--- src/mduPkg.sv ---
package mduPkg;

    localparam int DATA_W  = 32;
    localparam int PREG_W  = 6;
    localparam int ROBID_W = 5;

    // The product leaves the last of these registers
    localparam int MUL_CYCLE = 3;

    // One restoring step per quotient bit
    localparam int DIV_STEPS = DATA_W;

    // Operand preparation and sign fixup each add one register
    localparam int DIV_CYCLE = DIV_STEPS + 2;

    typedef enum logic [1:0] {
        MUL  = 2'd0,
        MULU = 2'd1,
        DIV  = 2'd2,
        DIVU = 2'd3
    } MduOp;

    function automatic logic isMulOp(input MduOp op);
        return (op == MUL) || (op == MULU);
    endfunction

    function automatic logic isDivOp(input MduOp op);
        return (op == DIV) || (op == DIVU);
    endfunction

    // Signed variants treat both operands as two's complement
    function automatic logic isSignedOp(input MduOp op);
        return (op == MUL) || (op == DIV);
    endfunction

endpackage

--- src/divPrep.sv ---
module divPrep import mduPkg::*; (
    input  logic              clk,
    input  logic              rst,
    input  logic              signedOp,
    input  logic [DATA_W-1:0] dividend,
    input  logic [DATA_W-1:0] divisor,
    output logic [DATA_W-1:0] remIn,
    output logic [DATA_W-1:0] quoIn,
    output logic [DATA_W-1:0] divisorOut,
    output logic              negQuo,
    output logic              negRem
);

    logic              dividendNeg;
    logic              divisorNeg;
    logic [DATA_W-1:0] dividendMag;
    logic [DATA_W-1:0] divisorMag;

    assign dividendNeg = signedOp & dividend[DATA_W-1];
    assign divisorNeg  = signedOp & divisor[DATA_W-1];

    // The most negative value maps onto itself, which reads correctly as unsigned
    assign dividendMag = dividendNeg ? -dividend : dividend;
    assign divisorMag  = divisorNeg ? -divisor : divisor;

    always_ff @(posedge clk) begin
        if (rst) begin
            remIn      <= '0;
            quoIn      <= '0;
            divisorOut <= '0;
            negQuo     <= 1'b0;
            negRem     <= 1'b0;
        end else begin
            // Quotient bits replace dividend bits from the bottom as the steps go
            remIn      <= '0;
            quoIn      <= dividendMag;
            divisorOut <= divisorMag;
            negQuo     <= dividendNeg ^ divisorNeg;
            negRem     <= dividendNeg;
        end
    end

endmodule

--- config.mk ---
export PLATFORM = sky130hd
export DESIGN_NAME = divPrep
export DESIGN_NICKNAME = d
export VERILOG_FILES = /design/src/mduPkg.sv /design/src/divPrep.sv
export SDC_FILE = /design/constraint.sdc
export NUM_CORES = 1
export LEC_CHECK = 0
export ABC_AREA = 1
export BUFFER_PORTS_ARGS = -buffer_cell sky130_fd_sc_hd__buf_2
export CORE_MARGIN = 4
export CORE_UTILIZATION = 48
export DETAILED_ROUTE_END_ITERATION = 8
export HOLD_SLACK_MARGIN = 0.15
export PLACE_DENSITY = 0.8
export SLEW_MARGIN = 20
export SYNTH_ARGS = -nofsm -noshare
export SYNTH_HDL_FRONTEND = slang
export SYNTH_SLANG_ARGS = --single-unit
--- constraint.sdc ---
create_clock -name clk -period 1.2 [get_ports clk]
set_input_delay 0 -clock clk [delete_from_list [all_inputs] [get_ports clk]]
set_output_delay 0 -clock clk [all_outputs]
set_load 0.05 [all_outputs]
==> results by group <==
CTS
  • CTS tree: yes
  • Clk pin slew, worst setup/hold paths: roughly 0.070 ns
  • CTS max path bufs: 2
  • Clk sinks: 66
  • CTS Buf Count: 9
  • H-tree depth: 3
  • Root Buffer Master: clkbuf_8

Status
  • Outcome: complete, but fails checks
  • Failing checks: negative hold slack, negative setup slack

Route
  • Routed Antenna Nets: 0
  • Top layer in use: met4
  • WL/cell: between 10 and 15 um
  • Via count: 4,726
  • Routed met3 length: 1270 um
  • Routed WL: 13,300 um
  • DRC violations left: 0
  • Vias per inst: 5.13
  • DR WL met2: 6830 um
  • Iter 0 DRT Violations: 235
  • WL met1: 4700 um
  • First-pass DRT Iterations: 8

Die
  • Cell row count: 32
  • Die area: ~9600 um2
  • CORE AREA: between 7000 and 8000 um2
  • Die Width: 97.8 um
  • Starting Density: about half
  • Height of the chip: 97.8 um
  • Top Ports: 165

Power
  • Pwr Density: about 1100 nW/um2
  • Overall power: 6280 uW
  • Static leakage: 0.00285 uW
  • VDD IR max: 652 uV

STA
  • RSZ-0062 raised after global routing: true
  • Final worst slack: -0.00130 ns
  • Final hold slack: -0.0313 ns
  • Fin crit share: 100%
  • Slew Limit Fails: 0
  • # setup viols final: 1
  • Fin. Hold Viols: 1
  • Final min period: 1.20 ns
  • Fmax: 832 MHz

GRT
  • First-pass GRT wire length: about 21,000 um
  • GR Util All Layers: 26.5%
  • Vias in the first global route: ~4,700
  • Pin count of the biggest net entering global routing: 32
  • Antenna violations before repair: 0
  • Total global routing overflow: 0

Synthesis
  • Ys flop type: dfxtp_1
  • Post-synth ARST share: 0%
  • Register area share after synthesis: 34.2%
  • Synthesized area: 3870 um2
  • Ys Warns: 0
  • Post-synth EDFFs: 0
  • Syn_area_per_cell: 6.52 um2
  • Number of distinct library cells after synthesis: 35
  • Synthesis-stage register bit count: 66
  • Syn Inst Count: 593

Place
  • Placer Congestion: 0.976
  • PortBufs: 132
  • Placed Cells: 828
  • Dpl cell area: 4580 um2
  • Dpl hpwl: 8580 um

Critical path
  • CP Cell Sequence: buf_2 > dlygate4sd3_1 > o21ai_4 > nand3_4 > nor2_4 > nand2_2 > nor2_1 > nor2_2
  • CP Depth: 8
  • CP max FO: 4
  • Crit-path slowest cell: dlygate4sd3_1
  • CP Capture Type: flip-flop
  • Critical Path Start: divisor[8]
  • Worst Path Required: 1.45 ns
  • CP max stage delay: ~0.63 ns
  • Delay-heaviest family, CP: buffers and inverters
  • Critical path buffer and inverter count: 2
  • Kind of critical path: in -> reg
  • Crit start category: primary input
  • Worst EP arrival: roughly 1.5 ns

Final layout
  • Fin nets: around 880
  • Antenna cells: 0
  • Area growth from synthesis to final layout: 46.9%
  • Post-Layout Cell Count: just over 900
  • Final instance area: about 5700 um2
  • Layout cells sized above 1: approximately 29%
  • Layout fillers: 609

Hold path
  • Hold Path Depth: 3
  • Hold Startpoint: divisor[16]
  • Hold-critical path endpoint: divisorOut[16]
  • Hold crit path type: in -> reg

Job
  • Max-Cap Viols: 0
-- flip-flops by register name, indices dropped and copies added (netlist names) --
name	count
negRem	1
divisorOut	32
quoIn	32
negQuo	1
-- power by group --
part	switching (uW)	internal, uW	total (uW)	leakage (uW)
Combinational	1550	636	2180	0.00222
Clock	950	740	1690	0.0000810
Sequential	45.7	2360	2400	0.000551
Total	2540	3730	6280	0.00285
-- cell type report --
class | count | area [um2] | area share [%]
timing repair buffer | 225 | 1600 | 28.2
sequential | 66 | 1320 | 23.3
clock buffer | 9 | 124 | 2.18
multi-input combinational | 449 | 2220 | 39.1
clock inverter | 7 | 46.3 | 0.815
tap | 102 | 128 | 2.25
inverter | 63 | 239 | 4.21
-- cell usage after synthesis, drive strengths merged (2+ instances only) --
cell type / n / area (um2)
inv: 62 / 235
buf: 45 / 329
nor3: 12 / 65.1
ha: 2 / 25.0
a31oi: 2 / 27.5
nand3: 43 / 245
nor2: 134 / 571
a21oi: 42 / 210
o21ai: 43 / 234
nand4: 11 / 68.8
dfxtp: 66 / 1320
nand2: 125 / 504
-- tightest hold or removal path, cell delays in order --
cell and delay [ns]:
buf_2 0.13, nor3_1 0.06, nor2_1 0.09
-- cells by family after synthesis --
logic type,count (synthesis),share of synthesized area (%)
AND/OR/NAND/NOR,327,37.9
buffers and inverters,109,14.8
AO/OA/AOI/OAI,88,12.4
flip-flops,66,34.2
adder cells (fa/ha/maj),2,0.647
other,1,0.0970
-- worst max-delay path by stage --
stage / slack (ns) / end
floorplan: 0.21 / divisorOut[30]
global placement: 0.02 / divisorOut[30]
detailed placement: -0.04 / divisorOut[24]
CTS: 0.006 / quoIn[16]
global route: -0.04 / quoIn[25]
finish: -0.001 / divisorOut[30]
-- cells in the final DEF (no fill, tap or decap), types with 2 or more instances in the layout --
cell	count
a21oi_1	41
buf_12	2
buf_2	128
buf_4	15
clkbuf_8	9
clkinv_2	3
clkinvlp_4	3
conb_1	32
dfxtp_1	66
dlygate4sd3_1	76
dlymetal6s4s_1	4
ha_1	2
inv_1	47
inv_2	14
nand2_1	107
nand2_2	17
nand3_1	35
nand3_2	5
nand3_4	3
nand4_1	11
nor2_1	106
nor2_2	18
nor2_4	10
nor3_1	9
nor3_2	3
o21ai_0	21
o21ai_1	17
o21ai_2	3
o21ai_4	2
-- metal layers --
metal | GRT usage (%) | up-vias
li1 | - | 2275
met1 | 29.4 | 2091
met2 | 48.6 | 306
met3 | 5.21 | 54
met4 | 12.4 | 0
met5 | 0 | -
-- stage by stage --
stage | util (%) | worst slack [ns] | setup TNS (ns)
6_report | 73.1 | -0.00130 | -0.00130
5_1_grt | 73.1 | -0.0446 | -0.124
4_1_cts | 70.9 | 0.00585 | 0
3_5_place_dp | 59.0 | -0.0434 | -0.148
3_3_place_gp | 59.0 | 0.0170 | 0
2_1_floorplan | - | 0.215 | 0
-- what timing repair did --
item	CTS	global route
buffers inserted	0	1
resized for setup	0	45
hold endpoints to repair	66	11
hold buffers	75	9
endpoints found under the setup margin	0	26
No activity file was read; power rests on OpenSTA's default activity.
