$ cat config.mk
export PLATFORM = sky130hd
export DESIGN_NAME = mulPipe
export DESIGN_NICKNAME = d
export VERILOG_FILES = /design/src/mduPkg.sv /design/src/mulPipe.sv
export SDC_FILE = /design/constraint.sdc
export NUM_CORES = 2
export LEC_CHECK = 0
export BUFFER_PORTS_ARGS = -buffer_cell sky130_fd_sc_hd__buf_4
export CORE_MARGIN = 2
export CORE_UTILIZATION = 66
export CTS_BUF_LIST = sky130_fd_sc_hd__clkbuf_16
export CTS_CLUSTER_SIZE = 10
export DETAILED_ROUTE_END_ITERATION = 8
export PLACE_DENSITY = 0.9
export SKIP_LAST_GASP = 1
export SYNTH_ARGS = -nofsm -noshare
export SYNTH_HDL_FRONTEND = slang
export SYNTH_SLANG_ARGS = --single-unit
$ cat constraint.sdc
create_clock -name clk -period 12.2 [get_ports clk]
set_input_delay 3.05 -clock clk [delete_from_list [all_inputs] [get_ports clk]]
set_output_delay 3.05 -clock clk [all_outputs]
set_load 0.1 [all_outputs]
$ cat src/mduPkg.sv
package mduPkg;

    localparam int DATA_W  = 32;
    localparam int PREG_W  = 6;
    localparam int ROBID_W = 5;

    // The product leaves the last of these registers
    localparam int MUL_CYCLE = 3;

    // One restoring step per quotient bit
    localparam int DIV_STEPS = DATA_W;

    // Operand preparation and sign fixup each add one register
    localparam int DIV_CYCLE = DIV_STEPS + 2;

    typedef enum logic [1:0] {
        MUL  = 2'd0,
        MULU = 2'd1,
        DIV  = 2'd2,
        DIVU = 2'd3
    } MduOp;

    function automatic logic isMulOp(input MduOp op);
        return (op == MUL) || (op == MULU);
    endfunction

    function automatic logic isDivOp(input MduOp op);
        return (op == DIV) || (op == DIVU);
    endfunction

    // Signed variants treat both operands as two's complement
    function automatic logic isSignedOp(input MduOp op);
        return (op == MUL) || (op == DIV);
    endfunction

endpackage

$ cat src/mulPipe.sv
module mulPipe import mduPkg::*; (
    input  logic                  clk,
    input  logic                  rst,
    input  logic                  signedOp,
    input  logic [DATA_W-1:0]     a,
    input  logic [DATA_W-1:0]     b,
    output logic [2*DATA_W-1:0]   product
);

    logic signed [DATA_W:0]     aExt;
    logic signed [DATA_W:0]     bExt;
    logic signed [2*DATA_W+1:0] fullProd;
    logic [2*DATA_W-1:0]        prodPipe [MUL_CYCLE];

    // One extra bit lets a single signed multiplier cover both variants
    assign aExt = {signedOp & a[DATA_W-1], a};
    assign bExt = {signedOp & b[DATA_W-1], b};

    assign fullProd = aExt * bExt;

    // The multiply sits in front of a plain register chain so synthesis
    // can push the partial product logic into the later stages
    always_ff @(posedge clk) begin
        if (rst) begin
            for (int i = 0; i < MUL_CYCLE; i++) begin
                prodPipe[i] <= '0;
            end
        end else begin
            prodPipe[0] <= fullProd[2*DATA_W-1:0];
            for (int i = 1; i < MUL_CYCLE; i++) begin
                prodPipe[i] <= prodPipe[i-1];
            end
        end
    end

    assign product = prodPipe[MUL_CYCLE-1];

endmodule

==> results.sh <==
export IMPL_synth_top_cell_by_area="fa_1"
export IMPL_r2r_end="prodPipe[0][87]"
export IMPL_fmax_ghz=0.0908
export IMPL_grt_max_degree=103
export IMPL_final_nets=5877
export IMPL_ios=131
export IMPL_drive_above_1_share_pct=4.35
export IMPL_groute_usage_overall_pct=36.4
export IMPL_largest_reg_flops=192
export IMPL_grt_pass1_wl_um=186000
export IMPL_cts_sinks=192
export IMPL_tns_ns=0
export IMPL_drv_slew=0
export IMPL_rows=93
export IMPL_routabilityCongestion=0.964
export IMPL_hold_viol=0
export IMPL_hp_start="prodPipe[0][118]"
export IMPL_finalSetupViolCount=0
export IMPL_area_growth_pct=3.19
export IMPL_drt_pass1_iterations=8
export IMPL_detail_route_wl_per_cell_um=21.4
export IMPL_r2r_cells=1
export IMPL_avgSynthCellArea_sq_um=9.38
export IMPL_drt_iter0_markers=2715
export IMPL_synth_area_top_cells="fa_1 (52%), inv_1 (9.5%), dfxtp_1 (8.9%), nand2_1 (6.3%), ha_1 (6.1%)"
export IMPL_wirelength_um=114000
export IMPL_die_x_um=260
export IMPL_reg2reg_from="prodPipe[0][23]"
export IMPL_synthFlopType="dfxtp_1"
export IMPL_status="completed"
export IMPL_num_vias=31100
export IMPL_required_ns=12.56
export IMPL_ctsLongestPathBuffers=2
export IMPL_fp_dieH_um=260
export IMPL_pre_cts_slack_ns=0.837
export IMPL_root_buffer="clkbuf_16"
export IMPL_cts_hold_buf=0
export IMPL_syn_num_nets=6020
export IMPL_antenna_found_initial=0
export IMPL_synth_most_common_cell="fa_1"
export IMPL_cp_data_arrival_time_ns=11.38
export IMPL_synth_area_sq_um=43300
export IMPL_coreArea_sq_um=64700
export IMPL_port_buffers=130
export IMPL_regMostFlops="prodPipe"
export IMPL_synth_commonest_cells="fa_1 (1125), inv_1 (1094), nand2_1 (723), and2_1 (354), clkbuf_1 (237)"
export IMPL_syn_inst=4616
export IMPL_synth_seq_area_share_pct=8.88
export IMPL_min_period_ns=11.02
export IMPL_worstSetupEndpointType="flip-flop"
export IMPL_cts_made_buffers=17
export IMPL_hold_depth=1
export IMPL_cts_tree="done"
export IMPL_path_clk_slew_ns=0.07
export IMPL_reg_top3="prodPipe: 192 flops"
export IMPL_clock_latency_ns=0.47
export IMPL_maxCapViolCount=0
export IMPL_final_util_pct=69.0
export IMPL_synth_edff_count=0
export IMPL_fin_worst_skew_ns=0.0102
export IMPL_period_share_pct=90.3
export IMPL_synth_seq_cells=192
export IMPL_synth_top_area_share_pct=52.0
export IMPL_htreeDepth=4
export IMPL_grt_pass1_vias=35700
export IMPL_slew_headroom_pct=26.0
export IMPL_regToRegSetupSlack_ns=11.56
export IMPL_tightest_slew_ns=1.11
export IMPL_cts_resized=0
export IMPL_rsz0062_at_grt="false"
export IMPL_initial_core_util_pct=66.9
export IMPL_finalWorstSetupSlack_ns=1.18
export IMPL_cts_setup_buffers=0
export IMPL_die_area_sq_um=67600
export IMPL_path_class="input pin to flip-flop"
export IMPL_hp_class="flip-flop to flip-flop"
export IMPL_globalRouteOverflowTotal=0
export IMPL_synthArstFlopShare_pct=0
export IMPL_netlist_cell_type_count=61
export IMPL_post_route_drc_count=0
export IMPL_worstHoldEndpoint="prodPipe[0][182]"
export IMPL_dp_hpwl_um=84600
export IMPL_ant_nets=0
export IMPL_yosysWarnings=0
export IMPL_cp_start_kind="input pin"
export IMPL_worst_path_max_fanout=33
export IMPL_viasPerCell=5.83
-- through the flow --
stage | std cells | cell area (sq um) | hold WS (ns)
finish | 5342 | 44700 | 0.432
global route | 5341 | 44700 | 0.452
floorplan | 4616 | 43300 | 0.414
global placement | 5309 | 44000 | 0.415
detailed placement | 5309 | 44000 | 0.420
CTS | 5341 | 44700 | 0.435
-- logic make-up after synthesis --
| kind of cell | count (synthesis) | synth area share, % |
|---|---|---|
| and+or+nand+nor | 1411 | 15.6 |
| adders and majority gates | 1337 | 58.2 |
| buffers and inverters | 1399 | 12.7 |
| xor gates and xnor gates | 77 | 1.56 |
| DFF | 192 | 8.88 |
| AOI/OAI and AO/OA | 197 | 3.04 |
| muxes | 3 | 0.0954 |
-- area by class of cell --
cell class / count / area (sq um)
clock buffers: 17 / 425
inverters: 1094 / 4110
well taps: 855 / 1070
fillers: 4555 / 20000
diodes: 1 / 2.50
clock inverters: 15 / 191
multi-input cells: 3025 / 33900
repair buffers: 143 / 1080
flip-flops and latches: 192 / 3840
-- how the worst max path moves through the flow --
stage,slack [ns],endpoint,startpoint
after floorplan,1.34,prodPipe[0][60],signedOp
after global placement,1.0,prodPipe[0][59],signedOp
after detailed placement,0.84,prodPipe[0][60],signedOp
after CTS,1.34,prodPipe[0][60],signedOp
after global routing,0.77,prodPipe[0][60],signedOp
final,1.18,prodPipe[0][56],a[16]
-- placed cells by master, fill, tap and decap left out, types with 3 or more instances in the layout --
cell,synthesis,final
o22ai_1,3,3
nor3_1,8,8
ha_1,212,212
nor2_1,104,104
o31ai_1,4,4
xor2_1,27,27
nand2b_1,4,4
nor4_1,3,3
inv_8,0,3
inv_1,1094,1095
o21a_1,10,10
and3_1,26,26
a21o_1,33,33
and2_1,354,354
fa_1,1125,1125
nand2_1,723,723
nand4_1,11,11
or3_1,4,4
clkbuf_16,0,17
inv_6,0,5
a21oi_1,60,60
o21bai_1,13,13
nand3_1,15,15
a31oi_1,7,7
dfxtp_1,192,192
or2_2,8,8
nor2b_1,144,144
o211ai_1,6,6
xnor2_1,50,50
o21ai_0,27,27
buf_4,64,142
o21ai_1,4,4
-- worst max-delay path, cell delays in order --
cell and delay, ns:
buf_4 0.44, nand2_1 0.16, fa_1 0.56, inv_1 0.05
fa_1 0.48, fa_1 0.54, inv_1 0.05, fa_1 0.47
fa_1 0.53, inv_1 0.07, fa_1 0.51, fa_1 0.50
inv_1 0.05, fa_1 0.48, inv_1 0.04, ha_1 0.36
nand4_1 0.17, or2_1 0.28, nor3_1 0.81, nand2_1 0.18
o21a_1 0.24, o311ai_1 0.32, o211ai_1 0.34, nor3_1 0.28
o21ai_1 0.10, mux2_1 0.30
-- layer usage --
metal / wire [um] / global-route usage, %
met4: 11700 / 30.3
met3: 13800 / 10.3
met1: 36400 / 41.2
met5: 0 / 0
met2: 52500 / 57.6
Power is left out: the tool's default activity adds up to more than one toggle a clock period on the data nets, which glitch-free logic cannot reach.
