[config.mk]
export PLATFORM = sky130hd
export DESIGN_NAME = wbSequencer
export DESIGN_NICKNAME = d
export VERILOG_FILES = /design/src/mduPkg.sv /design/src/wbSequencer.sv
export SDC_FILE = /design/constraint.sdc
export NUM_CORES = 1
export LEC_CHECK = 0
export ABC_AREA = 1
export ABC_CLOCK_PERIOD_IN_PS = 2940
export BUFFER_PORTS_ARGS = -buffer_cell sky130_fd_sc_hd__buf_2
export CAP_MARGIN = 15
export CORE_UTILIZATION = 60
export CTS_CLUSTER_DIAMETER = 200
export DETAILED_ROUTE_END_ITERATION = 6
export GPL_ROUTABILITY_DRIVEN = 0
export HOLD_SLACK_MARGIN = 0.02
export PLACE_DENSITY = 0.83
export SETUP_SLACK_MARGIN = 0.2
export SLEW_MARGIN = 30
export SYNTH_ARGS = -nofsm -noshare
export SYNTH_HDL_FRONTEND = slang
export SYNTH_SLANG_ARGS = --single-unit
export TNS_END_PERCENT = 5
[constraint.sdc]
create_clock -name clk -period 2.94 [get_ports clk]
set_input_delay 0.294 -clock clk [delete_from_list [all_inputs] [get_ports clk]]
set_output_delay 0.294 -clock clk [all_outputs]
set_load 0.02 [all_outputs]
[src/mduPkg.sv]
package mduPkg;

    localparam int DATA_W  = 32;
    localparam int PREG_W  = 6;
    localparam int ROBID_W = 5;

    // The product leaves the last of these registers
    localparam int MUL_CYCLE = 3;

    // One restoring step per quotient bit
    localparam int DIV_STEPS = DATA_W;

    // Operand preparation and sign fixup each add one register
    localparam int DIV_CYCLE = DIV_STEPS + 2;

    typedef enum logic [1:0] {
        MUL  = 2'd0,
        MULU = 2'd1,
        DIV  = 2'd2,
        DIVU = 2'd3
    } MduOp;

    function automatic logic isMulOp(input MduOp op);
        return (op == MUL) || (op == MULU);
    endfunction

    function automatic logic isDivOp(input MduOp op);
        return (op == DIV) || (op == DIVU);
    endfunction

    // Signed variants treat both operands as two's complement
    function automatic logic isSignedOp(input MduOp op);
        return (op == MUL) || (op == DIV);
    endfunction

endpackage

[src/wbSequencer.sv]
module wbSequencer import mduPkg::*; (
    input  logic                clk,
    input  logic                rst,
    input  logic                issue,
    input  MduOp                op,
    input  logic [PREG_W-1:0]   dstHi,
    input  logic [PREG_W-1:0]   dstLo,
    input  logic [ROBID_W-1:0]  robIdHi,
    input  logic [ROBID_W-1:0]  robIdLo,
    input  logic [2*DATA_W-1:0] product,
    input  logic [DATA_W-1:0]   quotient,
    input  logic [DATA_W-1:0]   remainder,
    output logic                wbEn,
    output logic [PREG_W-1:0]   wbRd,
    output logic [DATA_W-1:0]   wbData,
    output logic                finish,
    output logic [ROBID_W-1:0]  finishId
);

    typedef enum logic [2:0] {idle, mulHi, mulLo, divHi, divLo} WbState;

    WbState state;
    WbState nextState;

    logic mulIssue;
    logic divIssue;

    // Tag entries carry the destination register above the ROB id
    logic [PREG_W+ROBID_W-1:0] tagHi;
    logic [PREG_W+ROBID_W-1:0] tagLo;
    logic [PREG_W+ROBID_W-1:0] outTag;

    // Entry 0 of each line lines up with the cycle its result is written
    logic [MUL_CYCLE-1:0]      mulHiValid;
    logic [MUL_CYCLE:0]        mulLoValid;
    logic [DIV_CYCLE-1:0]      divHiValid;
    logic [DIV_CYCLE:0]        divLoValid;
    logic [PREG_W+ROBID_W-1:0] mulHiTag [MUL_CYCLE];
    logic [PREG_W+ROBID_W-1:0] mulLoTag [MUL_CYCLE+1];
    logic [PREG_W+ROBID_W-1:0] divHiTag [DIV_CYCLE];
    logic [PREG_W+ROBID_W-1:0] divLoTag [DIV_CYCLE+1];

    logic [DATA_W-1:0] loData;

    assign mulIssue = issue && isMulOp(op);
    assign divIssue = issue && isDivOp(op);
    assign tagHi    = {dstHi, robIdHi};
    assign tagLo    = {dstLo, robIdLo};

    always_ff @(posedge clk) begin
        if (rst) begin
            mulHiValid <= '0;
            mulLoValid <= '0;
            divHiValid <= '0;
            divLoValid <= '0;
        end else begin
            mulHiValid <= {mulIssue, mulHiValid[MUL_CYCLE-1:1]};
            mulLoValid <= {mulIssue, mulLoValid[MUL_CYCLE:1]};
            divHiValid <= {divIssue, divHiValid[DIV_CYCLE-1:1]};
            divLoValid <= {divIssue, divLoValid[DIV_CYCLE:1]};
        end
    end

    always_ff @(posedge clk) begin
        for (int i = 0; i < MUL_CYCLE - 1; i++) begin
            mulHiTag[i] <= mulHiTag[i+1];
        end
        for (int i = 0; i < MUL_CYCLE; i++) begin
            mulLoTag[i] <= mulLoTag[i+1];
        end
        for (int i = 0; i < DIV_CYCLE - 1; i++) begin
            divHiTag[i] <= divHiTag[i+1];
        end
        for (int i = 0; i < DIV_CYCLE; i++) begin
            divLoTag[i] <= divLoTag[i+1];
        end
        mulHiTag[MUL_CYCLE-1] <= tagHi;
        mulLoTag[MUL_CYCLE]   <= tagLo;
        divHiTag[DIV_CYCLE-1] <= tagHi;
        divLoTag[DIV_CYCLE]   <= tagLo;
    end

    // Look one entry ahead so the Hi state starts with its result
    always_comb begin
        case (state)
            mulHi: begin
                nextState = mulLo;
            end
            divHi: begin
                nextState = divLo;
            end
            default: begin
                if (mulHiValid[1]) begin
                    nextState = mulHi;
                end else if (divHiValid[1]) begin
                    nextState = divHi;
                end else begin
                    nextState = idle;
                end
            end
        endcase
    end

    always_ff @(posedge clk) begin
        if (rst) begin
            state <= idle;
        end else begin
            state <= nextState;
        end
    end

    // The low word or quotient is gone by the Lo slot, so keep a copy
    always_ff @(posedge clk) begin
        if (state == mulHi) begin
            loData <= product[DATA_W-1:0];
        end else if (state == divHi) begin
            loData <= quotient;
        end
    end

    always_comb begin
        wbEn   = 1'b0;
        wbData = '0;
        outTag = '0;
        case (state)
            mulHi: begin
                wbEn   = mulHiValid[0];
                wbData = product[2*DATA_W-1:DATA_W];
                outTag = mulHiTag[0];
            end
            mulLo: begin
                wbEn   = mulLoValid[0];
                wbData = loData;
                outTag = mulLoTag[0];
            end
            divHi: begin
                wbEn   = divHiValid[0];
                wbData = remainder;
                outTag = divHiTag[0];
            end
            divLo: begin
                wbEn   = divLoValid[0];
                wbData = loData;
                outTag = divLoTag[0];
            end
            default: begin
                wbEn = 1'b0;
            end
        endcase
    end

    // Each writeback also retires its ROB entry in the same cycle
    assign finish           = wbEn;
    assign {wbRd, finishId} = outTag;

endmodule
==> results of run 1 <==
## layout by cell type, fill, tap and decap left out, types with 2 or more instances in the layout
master / count
dfxtp_1: 799
buf_2: 198
nand2_1: 168
nor2_1: 137
inv_1: 125
clkbuf_16: 73
dlygate4sd3_1: 61
nand3_1: 57
edfxtp_1: 32
nand4_1: 24
clkbuf_8: 23
buf_4: 12
clkbuf_1: 9
clkinv_2: 8
bufinv_16: 5
diode_2: 3
clkinv_8: 3
clkinv_16: 3
buf_12: 3
inv_4: 2
nand3_4: 2
nor2_2: 2
clkinvlp_4: 2
inv_16: 2
clkinv_4: 2
dfxtp_4: 2
## cells by family after synthesis
| group | synth area share |
|---|---|
| AO/OA/AOI/OAI | 0.000259 |
| buffers and inverters | 0.0353 |
| flip-flops | 0.881 |
| AND/OR/NAND/NOR | 0.0839 |
## repair_timing
action / CTS / global route
gates resized for setup: 2 / 8
hold buffers: 61 / 0
hold endpoints to repair: 47 / 0
endpoints found under the setup margin: 38 / 21
setup buffers: 0 / 0
## cell type report
type,instances,area [µm²],area share
clock inverter,26,413,0.0172
sequential,833,17000,0.709
clock buffer,105,2180,0.0907
inverter,128,485,0.0202
tap,402,503,0.0210
multi-input combinational,393,1650,0.0688
antenna,3,7.51,0.000313
timing repair buffer,274,1750,0.0730
## stage by stage
stage | hold slack [ns] | setup slack, ns | utilization
floorplan | 0.310 | 1.37 | -
global placement | 0.310 | 0.726 | 0.656
detailed placement | 0.312 | 0.595 | 0.656
CTS | 0.0232 | 0.201 | 0.757
global route | 0.0276 | 0.201 | 0.758
finish | 0.0414 | 0.217 | 0.758
## worst min path at each step
stage                      from          endpoint  slack, ns  depth (start not counted)
6_report             product[9]         loData[9]       0.04                          3
5_1_grt              product[9]         loData[9]       0.03                          3
4_1_cts            quotient[21]        loData[21]       0.02                          3
3_5_place_dp   divHiTag[22][10]  divHiTag[21][10]       0.31                          0
3_3_place_gp    divHiTag[32][5]   divHiTag[31][5]       0.31                          0
2_1_floorplan    divHiTag[1][0]    divHiTag[0][0]       0.31                          0
## worst max-delay path: cells and delay by family (launching register included)
family | cells | cell delay [ns]
buffers and inverters | 4 | 0.86
flip-flops | 1 | 0.44
AND/OR/NAND/NOR | 3 | 0.51
## sequential cells by signal (all words and copies together) (netlist names)
| name | count |
|---|---|
| divHiValid | 34 |
| mulHiTag | 3 |
| loData | 32 |
| divLoValid | 1 |
| divHiTag | 371 |
| mulLoTag | 11 |
| mulLoValid | 1 |
| state | 3 |
| mulHiValid | 3 |
| divLoTag | 374 |
## where the power goes
part           switching, W  internal (W)  leakage (nW)
clock network       0.00447       0.00572          1.27
logic              0.000170      0.000163          2.66
registers          0.000223        0.0119          7.03
total               0.00487        0.0178          11.0
## routing by layer
layer / global-route usage / wire [µm] / vias to the layer above
li1: - / - / 4849
met1: 0.305 / 17300 / 5229
met2: 0.501 / 24700 / 682
met3: 0.0732 / 3460 / 233
met4: 0.175 / 2980 / 2
met5: 0 / 9 / -
==> metrics, run 1 <==
outcome completed; first-pass GRT wire length 68700 µm; critical-path cell list inv_4, buf_4, nand4_1, nand2_1, inv_1, nand2_1, buf_2; max incr delay on CP 0.51 ns; layout cell share with drive strength beyond 1 0.196; crit path max fanout 44; Port Buffers 198; clock latency on the worst-skew pair 0.60 ns; Non-Filler Instances 2164; slowest CP cell buf_4; Worst setup startpoint state[1]; number of global-route vias before repair 11900; ys flop type dfxtp_1; ys async rst share 0; Layout Nets 1858; Row Count 65; Syn Area/Cell 13.9 µm²; first drt pass iteration count 5; CORE AREA 0.0316 mm²; CTS HTree Levels 3; pin count of the biggest net entering global routing 66; drt via density 5.08; max frequency 367 MHz; reg2reg end loData[25]; RSZ-0062 raised after global routing true; DIE HEIGHT 181 µm; register bit count reported by yosys 833; Final period util 0.926; Synth top area share 0.831; count leader, synth dfxtp_1; cts bufs inserted 73; placed cell count 1969; Seq/Total Area, Yosys 0.881; Clock Pin Slew Worst Setup and Hold Paths 0.07 ns; Syn-to-layout area delta 24.3%; worst min-delay path class in2reg; ANT nets after route 0; IO Pins 200; Rel. slew slack 0.498; cell count of the worst reg-to-reg path 8; number of fill cells 1494; critical path type reg2out; leakage 11.0 nW; Iter 0 DRT Violations 902; CP endpoint finishId[3]; Slew @ Worst Pin 0.754 ns; total chip power 0.0227 W; Overflow after GRT 0; Final Hold Vio Count 0; synth cell count leaders 801 x dfxtp_1, 168 x nand2_1, 138 x nor2_1, 125 x inv_1, 58 x nand3_1; maxcap violations 0; mapped cell area 0.0193 mm²; Period minus WS final 2.72 ns; drt drc 0; vias post-DR 11000; reg2reg setup slack 0.60 ns; Critical Path End Type output port; Final HPWL DP 20300 µm; CTS Sinks 833; Pwr Density 944 mW/mm²; Max Slew Vio Count 0; Synth area leader dfxtp_1; Mapped Cells 1390; Netlist cell types 19; CTS Buffer Depth 3; DR WL/cell 22.4 µm; root buffer cell clkbuf_16; dpl cell area 0.0208 mm²; post-route design area 0.0240 mm²; Total GRT Usage 0.284; Post-synth EDFFs 32; Synth Net Count 1545; top cells by area, synth dfxtp_1 83%, edfxtp_1 5.0%, nand2_1 3.3%; Die Area 0.0329 mm²; CP required 2.65 ns; Starting Density 0.610; final wirelength 48400 µm; setup_tns 0 ns; FF-to-FF Start state[2]; chip width 181 µm; Data arrival, critical path 2.43 ns; TritonCTS clock tree built; antenna violations before repair 5; most used cell, CP nand2_1; synth warn 0; Final setup viols 0; critical path launch point type flip-flop; Worst VDD drop 0.000745 V; clock skew 0.0317 ns
(Power assumes the default switching activity.)
==> run 2, diff against run 1 <==
--- a/config.mk
+++ b/config.mk
@@ -9,12 +9,14 @@
 export ABC_CLOCK_PERIOD_IN_PS = 2940
 export BUFFER_PORTS_ARGS = -buffer_cell sky130_fd_sc_hd__buf_2
 export CAP_MARGIN = 15
-export CORE_UTILIZATION = 60
+export CELL_PAD_IN_SITES_DETAIL_PLACEMENT = 1
+export CELL_PAD_IN_SITES_GLOBAL_PLACEMENT = 2
+export CORE_UTILIZATION = 42
 export CTS_CLUSTER_DIAMETER = 200
 export DETAILED_ROUTE_END_ITERATION = 6
 export GPL_ROUTABILITY_DRIVEN = 0
-export HOLD_SLACK_MARGIN = 0.02
-export PLACE_DENSITY = 0.83
+export HOLD_SLACK_MARGIN = 0.15
+export PLACE_DENSITY = 0.82
 export SETUP_SLACK_MARGIN = 0.2
 export SLEW_MARGIN = 30
 export SYNTH_ARGS = -nofsm -noshare
==> run 2 against run 1 <==
Effect of this change:
- critical path type unchanged
- combinational power fell by 3%
- sequential share of layout area shrank 1.5 points
- first-iteration DRC count decreased by 51%
- maximum frequency is 2.8% higher
- final cell count increased by 11%
- cell area increased by 2.2%
- highest routed layer is now met4
- global-route usage decreased by 13 points
==> metrics, run 2 (same netlist as run 1, synthesis figures left out) <==
Worst VDD drop 0.000687 V (-7.7%); critical path type reg2out; Final period util 0.901 (-0.0256); antenna fix cells 0 (-3); post-route design area 0.0245 mm² (+2.2%); DIE HEIGHT 216 µm (+19%); cell count of the worst reg-to-reg path 7 (-1); first-pass GRT wire length 56200 µm (-18%); Starting Density 0.425 (-0.185); most frequent cells in the layout 801 x dfxtp_1, 198 x buf_2, 168 x nand2_1; Die Area 0.0468 mm² (+42%); vias post-DR 9957 (-9.4%); clock latency on the worst-skew pair 0.59 ns (about the same); chip width 216 µm (+19%); CTS HTree Levels 3 (unchanged); number of global-route vias before repair 10800 (-9.1%); Syn-to-layout area delta 27.0%; setup_tns 0 ns (unchanged); drt drc 0 (unchanged); pre-CTS WS 0.783 ns (+0.188 ns); dpl cell area 0.0210 mm² (+0.99%); cell depth of the worst hold path 2 (-1); Total GRT Usage 0.155 (-0.129); outcome completed; cts bufs inserted 77 (+5.5%); crit path max fanout 20 (-55%); root buffer cell clkbuf_16; CORE AREA 0.0454 mm² (+43%); Non-Filler Instances 2393 (+11%); critical path launch point type flip-flop; biggest regs divLoTag: 374 flops, divHiTag: 371 flops, divHiValid: 34 flops; RSZ-0062 raised after global routing true; Post-CTS Setup Bufs 0 (unchanged); Setup WS post-layout 0.292 ns (+0.0752 ns); TritonCTS clock tree built; antenna violations before repair 0 (-5); ANT nets after route 0 (unchanged); Iter 0 DRT Violations 440 (-51%); worst min-delay path class in2reg; first drt pass iteration count 4 (-1); CTS Buffer Depth 3 (unchanged); DR WL/cell 14.9 µm (-33%); drt via density 4.16 (-18%); IO Pins 200 (unchanged); Critical Path End Type output port; maxcap violations 0 (unchanged); layout cell share with drive strength beyond 1 0.189 (-0.00762); Pwr Density 920 mW/mm² (-2.6%); Row Count 78 (+20%); leakage 11.1 nW (+1.1%); Most flops, register divLoTag; placed cell count 2163 (+9.9%); Port Buffers 198 (unchanged); Overflow after GRT 0 (unchanged); Final Hold Vio Count 0 (unchanged); Data arrival, critical path 2.35 ns (-0.08 ns); Final HPWL DP 20300 µm (-0.17%); Largest register FFs 374 (unchanged); Clock Pin Slew Worst Setup and Hold Paths 0.06 ns (about the same); Final setup viols 0 (unchanged); Max Slew Vio Count 0 (unchanged); pin count of the biggest net entering global routing 53 (-20%); CP required 2.65 ns (about the same); Layout Nets 1886 (+1.5%); CTS Sinks 833 (unchanged); Slew @ Worst Pin 0.716 ns (-0.0372 ns); clock skew 0.0179 ns (-0.0138 ns); final wirelength 35800 µm (-26%); max frequency 378 MHz (+2.8%); Period minus WS final 2.65 ns (-0.0752 ns); most common cell after layout, fill and taps aside dfxtp_1; Rel. slew slack 0.522 (+0.0248)
-- run 2: cell types whose count changed in the layout (fill, tap and decap cells not counted), sizes merged --
cell	delta
clkinv	-4
dlygate4sd3	+28
buf	-4
diode	-3
clkbuf	+11
bufinv	+1
inv	+2
-- run 2: worst max-delay path, cell delays in order (launching register included) --
cell     delay (ns)
dfxtp_1        0.59
buf_4          0.40
nand4_1        0.14
nand2_1        0.28
inv_1          0.08
nand2_1        0.09
buf_2          0.17
-- run 2: worst paths after layout --
path              startpoint         endpoint  slack [ns]
max reg2reg         state[2]        loData[4]        0.67
min                      rst         state[2]        0.24
max                 state[1]      finishId[4]        0.29
min reg2reg  divHiTag[32][0]  divHiTag[31][0]        0.31
-- run 2: power by group --
group | leakage (nW) | switching (W) | internal [W]
Sequential | 7.03 | 0.000165 | 0.0119
Combinational | 2.75 | 0.000134 | 0.000190
Clock | 1.30 | 0.00414 | 0.00599
Total | 11.1 | 0.00444 | 0.0181
-- run 2: layout make-up --
class | count | area, µm²
Clock buffer | 116 | 2300
Clock inverter | 25 | 359
Fill cell | 4475 | 20900
Inverter | 128 | 485
Multi-Input combinational cell | 393 | 1630
Sequential cell | 833 | 17000
Tap cell | 600 | 751
Timing Repair Buffer | 298 | 1990
-- run 2: timing repair --
action | CTS | global route
setup endpoints to repair | 23 | 28
endpoints found under the hold margin | 56 | 0
pin swaps | 0 | 0
hold buffers | 89 | 0
resized for setup | 1 | 1
-- run 2: metal layers --
layer / wire length, µm / GRT usage / share of wire
met5: 0 / 0 / 0
met4: 1180 / 0.0653 / 0.033
met3: 2090 / 0.0358 / 0.059
met2: 18000 / 0.282 / 0.50
met1: 14500 / 0.174 / 0.41
-- run 2: stage by stage --
step                      utilization  hold slack [ns]  power, W
after floorplan                     -            0.310    0.0123
after global placement          0.462            0.310    0.0125
after detailed placement        0.462            0.313    0.0125
after CTS                       0.540            0.208    0.0229
after global routing            0.540            0.256    0.0234
final                           0.540            0.236    0.0225
