[src/mduPkg.sv]
package mduPkg;

    localparam int DATA_W  = 32;
    localparam int PREG_W  = 6;
    localparam int ROBID_W = 5;

    // The product leaves the last of these registers
    localparam int MUL_CYCLE = 3;

    // One restoring step per quotient bit
    localparam int DIV_STEPS = DATA_W;

    // Operand preparation and sign fixup each add one register
    localparam int DIV_CYCLE = DIV_STEPS + 2;

    typedef enum logic [1:0] {
        MUL  = 2'd0,
        MULU = 2'd1,
        DIV  = 2'd2,
        DIVU = 2'd3
    } MduOp;

    function automatic logic isMulOp(input MduOp op);
        return (op == MUL) || (op == MULU);
    endfunction

    function automatic logic isDivOp(input MduOp op);
        return (op == DIV) || (op == DIVU);
    endfunction

    // Signed variants treat both operands as two's complement
    function automatic logic isSignedOp(input MduOp op);
        return (op == MUL) || (op == DIV);
    endfunction

endpackage

[src/divStage.sv]
module divStage import mduPkg::*; (
    input  logic              clk,
    input  logic              rst,
    input  logic [DATA_W-1:0] remIn,
    input  logic [DATA_W-1:0] quoIn,
    input  logic [DATA_W-1:0] divisorIn,
    input  logic              negQuoIn,
    input  logic              negRemIn,
    output logic [DATA_W-1:0] remOut,
    output logic [DATA_W-1:0] quoOut,
    output logic [DATA_W-1:0] divisorOut,
    output logic              negQuoOut,
    output logic              negRemOut
);

    logic [DATA_W:0]   shifted;
    logic [DATA_W+1:0] diff;
    logic              fits;

    // The remainder stays below the divisor, so one extra bit holds the shift
    assign shifted = {remIn, quoIn[DATA_W-1]};
    assign diff    = {1'b0, shifted} - {2'b00, divisorIn};
    assign fits    = ~diff[DATA_W+1];

    always_ff @(posedge clk) begin
        if (rst) begin
            remOut     <= '0;
            quoOut     <= '0;
            divisorOut <= '0;
            negQuoOut  <= 1'b0;
            negRemOut  <= 1'b0;
        end else begin
            remOut     <= fits ? diff[DATA_W-1:0] : shifted[DATA_W-1:0];
            quoOut     <= {quoIn[DATA_W-2:0], fits};
            divisorOut <= divisorIn;
            negQuoOut  <= negQuoIn;
            negRemOut  <= negRemIn;
        end
    end

endmodule

[config.mk]
export PLATFORM = sky130hd
export DESIGN_NAME = divStage
export DESIGN_NICKNAME = d
export VERILOG_FILES = /design/src/mduPkg.sv /design/src/divStage.sv
export SDC_FILE = /design/constraint.sdc
export NUM_CORES = 1
export LEC_CHECK = 0
export BUFFER_PORTS_ARGS = -buffer_cell sky130_fd_sc_hd__buf_2
export CORE_ASPECT_RATIO = 1.2
export CORE_MARGIN = 2
export CORE_UTILIZATION = 30
export CTS_BUF_LIST = sky130_fd_sc_hd__clkbuf_16
export CTS_CLUSTER_DIAMETER = 30
export DETAILED_ROUTE_END_ITERATION = 10
export GPL_TIMING_DRIVEN = 0
export SETUP_SLACK_MARGIN = 0.5
export SLEW_MARGIN = 10
export SYNTH_ARGS = -nofsm -noshare
export SYNTH_HDL_FRONTEND = slang
export SYNTH_SLANG_ARGS = --single-unit
export TNS_END_PERCENT = 50
[constraint.sdc]
create_clock -name clk -period 3.52 [get_ports clk]
set_input_delay 0.352 -clock clk [delete_from_list [all_inputs] [get_ports clk]]
set_output_delay 0.352 -clock clk [all_outputs]
set_load 0.02 [all_outputs]
==> results.tsv, run 1 <==
stage	metric	value	unit
die	CORE AREA	0.01508	mm^2
timing	crit share post-route	0.8340	
setup_path	CP Launch Type	input pin	
grt	initial antenna violation count	0	
die	die area	0.01650	mm^2
drt	Vias	4243	
drt	Routed WL	13.12	mm
placement	GP Congestion	0.8385	
synth	asr flop ratio synth	0	
min_path	Min-Delay Endpoint	quoOut[10]$_SDFF_PP0_	
drt	WL per Instance	13.99	um
synth	Yosys warning count	0	
grt	GR Overflow Total	0	
power_and_ir_drop	total power	2.986	mW
grt	first-pass GRT wire length	20.98	mm
timing	relative slew slack	0.5733	
die	Starting Density	0.3080	
die	Site Rows	49	
clocking	CTS tree	done	
synth	Mapped Avg Cell Area	8.951	um^2
synth	Yosys top cell by area	dfxtp_1	
synth	Area contributors post-synth	dfxtp_1 (42%), ha_1 (8.6%), nor2_1 (5.9%)	
timing	Final TNS setup	0	ns
setup_path	CP max FO	3	
placement	IO Port Bufs	197	
synth	Main synth FF type	dfxtp_1	
clocking	clock slew at reported path FFs	0.08	ns
timing	Final Hold Violating Endpoints	0	
clocking	H-tree depth	3	
die	die width	117.6	um
synth	post-synth net total	652	
finish	Final Cell Area	0.006250	mm^2
min_path	hold path cells	2	
placement	area post-placement	0.005887	mm^2
grt	largest net degree at the start of global routing	21	
drt	First DRT Iteration DRCs	144	
setup_path	CP arrival	3.22	ns
clocking	root buffer cell	clkbuf_16	
clocking	CTS Sinks	98	
power_and_ir_drop	Peak VDD IR	0.0001867	V
run_status	status	finished, final reports clean	
placement	post-DP HPWL	10.45	mm
timing	min cycle time layout	2.936	ns
drt	number of routed nets with antenna violations	0	
drt	Pre-antenna DRT Iters	4	
synth	post-synthesis sequential area ratio	0.4223	
synth	synthesized flop and latch total	98	
timing	RSZ-0062 raised after global routing	yes	
die	die height	140.3	um
grt	number of global-route vias before repair	4217	
timing	max-slew violations	0	
finish	fraction of layout cells with a size suffix above 1	0.3215	
setup_path	crit path kind	in -> reg	
finish	area grow syn2layout	34.53	%
clocking	CTS max path bufs	2	
power_and_ir_drop	Lkg Pwr	3.189	nW
timing	final setup fails	0	
synth	Synth top area share	0.4223	
min_path	HP Class	in -> reg	
die	Top Ports	198	
finish	layout net count	862	
drt	routed vias/inst	4.523	
clocking	CTS buffer count	9	
grt	all-layer global routing usage	0.1597	
min_path	Hold Startpoint	quoIn[9]	
setup_path	Setup crit end kind	flip-flop	
drt	DRC viols	0	
finish	Ant. Diodes	0	
synth	Cells after Synth	519	
synth	Post-Syn Area	0.004646	mm^2
timing	Fin Hold WS	0.1966	ns
setup_path	Crit path required time	3.81	ns
synth	Netlist cell types	55	
job	maxcap violations	0	
synth	Post-synth EDFFs	0	
power_and_ir_drop	PD cells	477.7	mW/mm^2
timing	fmax	340.6	MHz
timing	measured slew at the worst slew-check pin	0.6401	ns
==> sequential cells by signal, summed over array words and instances (netlist names) <==
signal / flops
quoOut: 32
remOut: 32
divisorOut: 32
negQuoOut: 1
negRemOut: 1
==> area by class of cell <==
type	count	area [um^2]
Timing Repair Buffer	199	1001
Sequential cell	98	1962
Clock inverter	7	76.32
Fill cell	1599	8832
Inverter	41	153.9
Multi-Input combinational cell	361	2492
Buffer	19	83.83
Clock buffer	9	225.2
Tap cell	204	255.2
==> report_power, final <==
group / switching, mW / total (mW) / internal [mW] / leakage [nW]
Combinational: 0.463 / 0.778 / 0.315 / 2.22
Sequential: 0.0189 / 1.22 / 1.20 / 0.817
Clock: 0.485 / 0.991 / 0.506 / 0.149
Total: 0.967 / 2.99 / 2.02 / 3.19
==> critical path: stages <==
cell,delay [ns]
buf_2,0.11
inv_1,0.05
ha_1,0.16
inv_1,0.06
fa_2,0.34
a21o_1,0.21
a221o_2,0.41
a31o_4,0.28
a2111oi_4,0.45
o211ai_2,0.14
a2111o_1,0.39
o311a_1,0.15
o22ai_2,0.13
==> worst max path at each step <==
stage               from                     to  slack, ns  cells after the start
6_report       quoIn[31]  remOut[30]$_SDFF_PP0_       0.58                     13
5_1_grt        quoIn[31]  remOut[30]$_SDFF_PP0_       0.50                     13
4_1_cts        quoIn[31]  remOut[24]$_SDFF_PP0_       0.40                     13
3_5_place_dp   remIn[22]  remOut[28]$_SDFF_PP0_      -0.13                     12
3_3_place_gp   remIn[22]  remOut[28]$_SDFF_PP0_      -0.12                     12
2_1_floorplan  quoIn[31]  remOut[30]$_SDFF_PP0_       0.54                     12
==> cells in the final DEF, fill, tap and decap left out, types with 3 or more instances in the layout <==
cell type / Yosys / final
o211ai_1: 5 / 5
a211oi_1: 8 / 8
buf_2: 2 / 198
nor2b_1: 35 / 35
nor3_1: 16 / 15
a21oi_1: 29 / 28
and2_1: 3 / 3
nand3_1: 8 / 8
dfxtp_1: 98 / 98
o21bai_1: 3 / 3
xnor2_1: 16 / 16
inv_8: 0 / 3
and3_1: 4 / 4
clkbuf_1: 16 / 12
clkbuf_2: 0 / 3
nand2_1: 20 / 20
ha_1: 32 / 32
clkbuf_16: 0 / 9
nor2_1: 73 / 73
o21ai_0: 15 / 14
xor2_1: 9 / 9
a31oi_1: 4 / 4
inv_1: 41 / 41
a2111oi_0: 3 / 3
nand2b_1: 4 / 4
mux2i_1: 21 / 21
a21o_1: 15 / 15
==> metrics by stage <==
step           cells    util  setup WS (ns)
2_1_floorplan    519       -         0.5398
3_3_place_gp     920  0.3903        -0.1197
3_5_place_dp     920  0.3903        -0.1278
4_1_cts          936  0.4104         0.4026
5_1_grt          938  0.4144         0.4951
6_report         938  0.4144         0.5844
==> timing repair <==
item / CTS / global route
endpoints found under the setup margin: 10 / 23
buffers inserted: 0 / 2
hold buffers: 0 / 0
hold endpoints to repair: 0 / 0
pin swaps: 0 / 4
gates resized for setup: 1 / 16
cloned: 0 / 0
==> Yosys cell counts (3+ instances only) <==
cell type / instances
clkbuf_1: 16
ha_1: 32
mux2i_1: 21
nor2b_1: 35
inv_1: 41
a21oi_1: 29
a2111oi_0: 3
xor2_1: 9
xnor2_1: 16
o21ai_0: 15
dfxtp_1: 98
a21o_1: 15
a31oi_1: 4
o21bai_1: 3
nand3_1: 8
and2_1: 3
o211ai_1: 5
nor2_1: 73
nand2_1: 20
a211oi_1: 8
nor3_1: 16
and3_1: 4
nand2b_1: 4
==> kinds of logic after synthesis <==
group | count (synthesis) | synth area share
AO/OA/AOI/OAI | 108 | 0.1659
multiplexers | 21 | 0.04525
XOR/XNOR | 25 | 0.04713
buffers and inverters | 60 | 0.04902
AND/OR/NAND/NOR | 174 | 0.1799
flip-flops | 98 | 0.4223
adder cells (fa/ha/maj) | 33 | 0.09049
==> per-layer routing <==
metal	vias up	routed length, um	global-route usage
met5	-	0	0
met4	0	202	0.06024
met3	13	621	0.02932
met2	129	6610	0.2864
met1	1902	5686	0.1890
li1	2199	-	-
(Power assumes the default switching activity.)
==> inputs of run 2 (changes only) <==
--- a/config.mk
+++ b/config.mk
@@ -5,6 +5,7 @@
 export SDC_FILE = /design/constraint.sdc
 export NUM_CORES = 1
 export LEC_CHECK = 0
+export ABC_AREA = 1
 export BUFFER_PORTS_ARGS = -buffer_cell sky130_fd_sc_hd__buf_2
 export CORE_ASPECT_RATIO = 1.2
 export CORE_MARGIN = 2
==> constraint.sdc (replaced) <==
create_clock -name clk -period 2.5 [get_ports clk]
set_input_delay 0.25 -clock clk [delete_from_list [all_inputs] [get_ports clk]]
set_output_delay 0.25 -clock clk [all_outputs]
set_load 0.02 [all_outputs]
==> run 2 against run 1 <==
Largest cell class unchanged. Largest power group unchanged. Combinational power up 65%. Via count up 36%. First-iteration DRC count up 77%. Critical path depth up 4. Total power up 48%. Non-clock buffer count down 3. Routed wire length up 35%. Sequential power up 40%.
==> results.tsv, run 2 <==
stage	metric	value	unit	change
synth	XOR/XNOR Fraction of Synth Area	0.02276		was 0.04713
die	Site Rows	55		was 49
placement	GP Congestion	0.8725		was 0.8385
grt	number of global-route vias before repair	5400		was 4217
finish	biggest regs	divisorOut: 32 flops, quoOut: 32 flops, remOut: 32 flops		unchanged
finish	fraction of layout cells with a size suffix above 1	0.2362		was 0.3215
grt	initial antenna violation count	1		was 0
clocking	H-tree depth	3		unchanged
synth	Yosys top cell by area	dfxtp_1		unchanged
clocking	clock slew at reported path FFs	0.08	ns	about the same
synth	Synth top cells by count	nand2_1 (305), inv_1 (203), nor2_1 (148), dfxtp_1 (98)		was dfxtp_1 (98), nor2_1 (73), inv_1 (41), nor2b_1 (35), ha_1 (32)
clocking	CTS buffer count	9		unchanged
min_path	Hold Startpoint	quoIn[12]		was quoIn[9]
synth	mux cell area share after synthesis	0		was 0.04525
synth	Mapped Avg Cell Area	6.228	um^2	was 8.951 um^2
power_and_ir_drop	share of total power in the clock network	0.321		was 0.332
drt	number of routed nets with antenna violations	0		unchanged
drt	routed vias/inst	4.121		was 4.523
synth	Synth Area in Simple Gates	0.3947		was 0.1799
synth	Post-synth EDFFs	0		unchanged
synth	Yosys warning count	0		unchanged
timing	fmax	529.1	MHz	
clocking	root buffer cell	clkbuf_16		unchanged
die	Top Ports	198		unchanged
timing	measured slew at the worst slew-check pin	0.9234	ns	was 0.6401 ns
synth	Compound-Gate Fraction of Synth Area	0.01929		was 0.1659
synth	asr flop ratio synth	0		unchanged
min_path	Min-Delay Endpoint	quoOut[13]$_SDFF_PP0_		was quoOut[10]$_SDFF_PP0_
synth	Netlist cell types	33		was 55
die	CORE AREA	0.01886	mm^2	was 0.01508 mm^2
synth	Post-Syn Area	0.005773	mm^2	was 0.004646 mm^2
clocking	CTS max path bufs	2		unchanged
power_and_ir_drop	sw frac	0.3518		was 0.3238
drt	Routed WL	17.65	mm	was 13.12 mm
die	die area	0.02037	mm^2	was 0.01650 mm^2
timing	crit share post-route	0.7559		
drt	Pre-antenna DRT Iters	8		was 4
grt	first-pass GRT wire length	27.04	mm	was 20.98 mm
power_and_ir_drop	Lkg Pwr	4.581	nW	was 3.189 nW
timing	min cycle time layout	1.890	ns	
timing	Final TNS setup	0	ns	unchanged
timing	Final Hold Violating Endpoints	0		unchanged
setup_path	Crit path required time	2.76	ns	was 3.81 ns
finish	area grow syn2layout	29.78	%	was 34.53%
synth	synthesized flop and latch total	98		unchanged
min_path	hold path cells	3		was 2
finish	most common cell after layout, fill and taps aside	nand2_1		was buf_2
synth	post-synthesis adder-cell area fraction	0.07282		was 0.09049
grt	GR Overflow Total	0		unchanged
min_path	HP Class	in -> reg		unchanged
synth	post-synth net total	1060		was 652
job	maxcap violations	0		unchanged
drt	Vias	5769		was 4243
grt	all-layer global routing usage	0.1727		was 0.1597
run_status	status	finished, final reports clean		unchanged
synth	most common cell in the netlist	nand2_1		was dfxtp_1
die	die height	156.0	um	was 140.3 um
synth	Synth top area share	0.3398		was 0.4223
power_and_ir_drop	PD cells	588.2	mW/mm^2	was 477.7 mW/mm^2
synth	largest family of logic cells by synthesized area	simple AND/OR/NAND/NOR gates		unchanged
clocking	CTS tree	done		unchanged
timing	max-slew violations	0		unchanged
setup_path	crit path kind	in -> reg		unchanged
finish	layout net count	1271		was 862
setup_path	CP max FO	4		was 3
finish	most frequent cells in the layout	nand2_1 (301), inv_1 (202), buf_2 (201)		was buf_2 (198), dfxtp_1 (98), nor2_1 (73)
setup_path	Setup crit end kind	flip-flop		unchanged
timing	Fin Hold WS	0.08946	ns	was 0.1966 ns
synth	Area contributors post-synth	dfxtp_1 (34%), nand2_1 (20%), inv_1 (13%)		was dfxtp_1 (42%), ha_1 (8.6%), nor2_1 (5.9%)
power_and_ir_drop	Comb power frac	0.291		was 0.261
power_and_ir_drop	Int Pwr	2.856	mW	was 2.019 mW
clocking	hold_buf cts	0		unchanged
power_and_ir_drop	sequential share of power	0.388		was 0.408
power_and_ir_drop	Peak VDD IR	0.0002899	V	was 0.0001867 V
timing	final setup fails	0		unchanged
placement	post-DP HPWL	14.46	mm	was 10.45 mm
synth	Main synth FF type	dfxtp_1		unchanged
die	die width	130.6	um	was 117.6 um
die	Starting Density	0.3062		was 0.3080
drt	First DRT Iteration DRCs	255		was 144
placement	IO Port Bufs	197		unchanged
drt	DRC viols	0		unchanged
synth	Cells after Synth	927		was 519
power_and_ir_drop	P_sw	1.551	mW	was 966.8 uW
setup_path	CP Launch Type	input pin		unchanged
timing	RSZ-0062 raised after global routing	yes		unchanged
drt	WL per Instance	12.61	um	was 13.99 um
synth	post-synthesis sequential area ratio	0.3398		was 0.4223
grt	largest net degree at the start of global routing	21		unchanged
setup_path	CP arrival	2.15	ns	was 3.22 ns
clocking	CTS Sinks	98		unchanged
timing	relative slew slack	0.3844		was 0.5733
[run 2: changes by cell type in the layout (fill, tap and decap cells not counted), moves of 17 or more]
cell / delta
nand2_1: +281
inv_1: +161
nor2_1: +72
nor2b_1: -35
nand3_1: +23
mux2i_1: -21
nand3b_1: +17
[run 2: how the worst max path moves through the flow]
stage | start | end | slack, ns | cells past startpoint
floorplan | quoIn[31] | remOut[28]$_SDFF_PP0_ | 0.65 | 16
global placement | quoIn[31] | remOut[30]$_SDFF_PP0_ | 0.06 | 17
detailed placement | quoIn[31] | remOut[30]$_SDFF_PP0_ | 0.06 | 17
CTS | quoIn[31] | remOut[30]$_SDFF_PP0_ | 0.50 | 17
global route | quoIn[31] | remOut[30]$_SDFF_PP0_ | 0.44 | 17
finish | quoIn[31] | remOut[28]$_SDFF_PP0_ | 0.61 | 17
[run 2: logic make-up after synthesis]
group,Yosys count
AND/OR/NAND/NOR,541
flip-flops,98
buffers and inverters,222
XOR/XNOR,15
adder cells (fa/ha/maj),33
AO/OA/AOI/OAI,18
[run 2: per-stage QoR]
step / power (mW) / util / setup slack [ns] / area [um^2] / cells
after floorplan: 2.594 / - / 0.6542 / 5773 / 927
after global placement: 3.001 / 0.3754 / 0.06475 / 7079 / 1380
after detailed placement: 3.008 / 0.3754 / 0.06373 / 7079 / 1380
after CTS: 4.448 / 0.3920 / 0.5045 / 7391 / 1396
after global routing: 4.693 / 0.3973 / 0.4396 / 7492 / 1400
final: 4.407 / 0.3973 / 0.6102 / 7492 / 1400
[run 2: final cells by class]
type	count	area (um^2)
buffer	15	87.58
multi-input combinational	607	3023
timing repair buffer	200	1008
sequential	98	1962
inverter	207	782.0
antenna	1	2.502
fill	2106	11360
tap	256	320.3
clock buffer	9	225.2
clock inverter	7	81.33
[run 2: metal layers]
layer  wire length, um  global-route usage
met3               870             0.02984
met2              8692              0.3113
met1              7742              0.2060
met4               343             0.05471
met5                 0                   0
[run 2: power by group through the flow]
stage	clock network (mW)	registers [mW]	logic (mW)
global placement	0	1.75	1.25
floorplan	0	1.92	0.674
global route	1.53	1.73	1.43
detailed placement	0	1.75	1.26
CTS	1.47	1.71	1.27
finish	1.41	1.71	1.28
[run 2: worst max-delay path: stages]
cell     delay (ns)
buf_2          0.10
inv_1          0.07
ha_1           0.18
inv_2          0.08
fa_2           0.42
nand3_1        0.12
nand3_2        0.11
nand2_1        0.08
nand2_1        0.12
nand2_1        0.09
nand2_1        0.14
nand2_2        0.10
nand2_1        0.05
nand2_1        0.05
nand3_1        0.08
nand2_1        0.07
inv_1          0.03
[run 2: what timing repair did]
action / 4_1_cts / 5_1_grt
setup endpoints to repair: 1 / 14
buffers inserted: 0 / 3
pin swaps: 0 / 1
resized for setup: 1 / 16
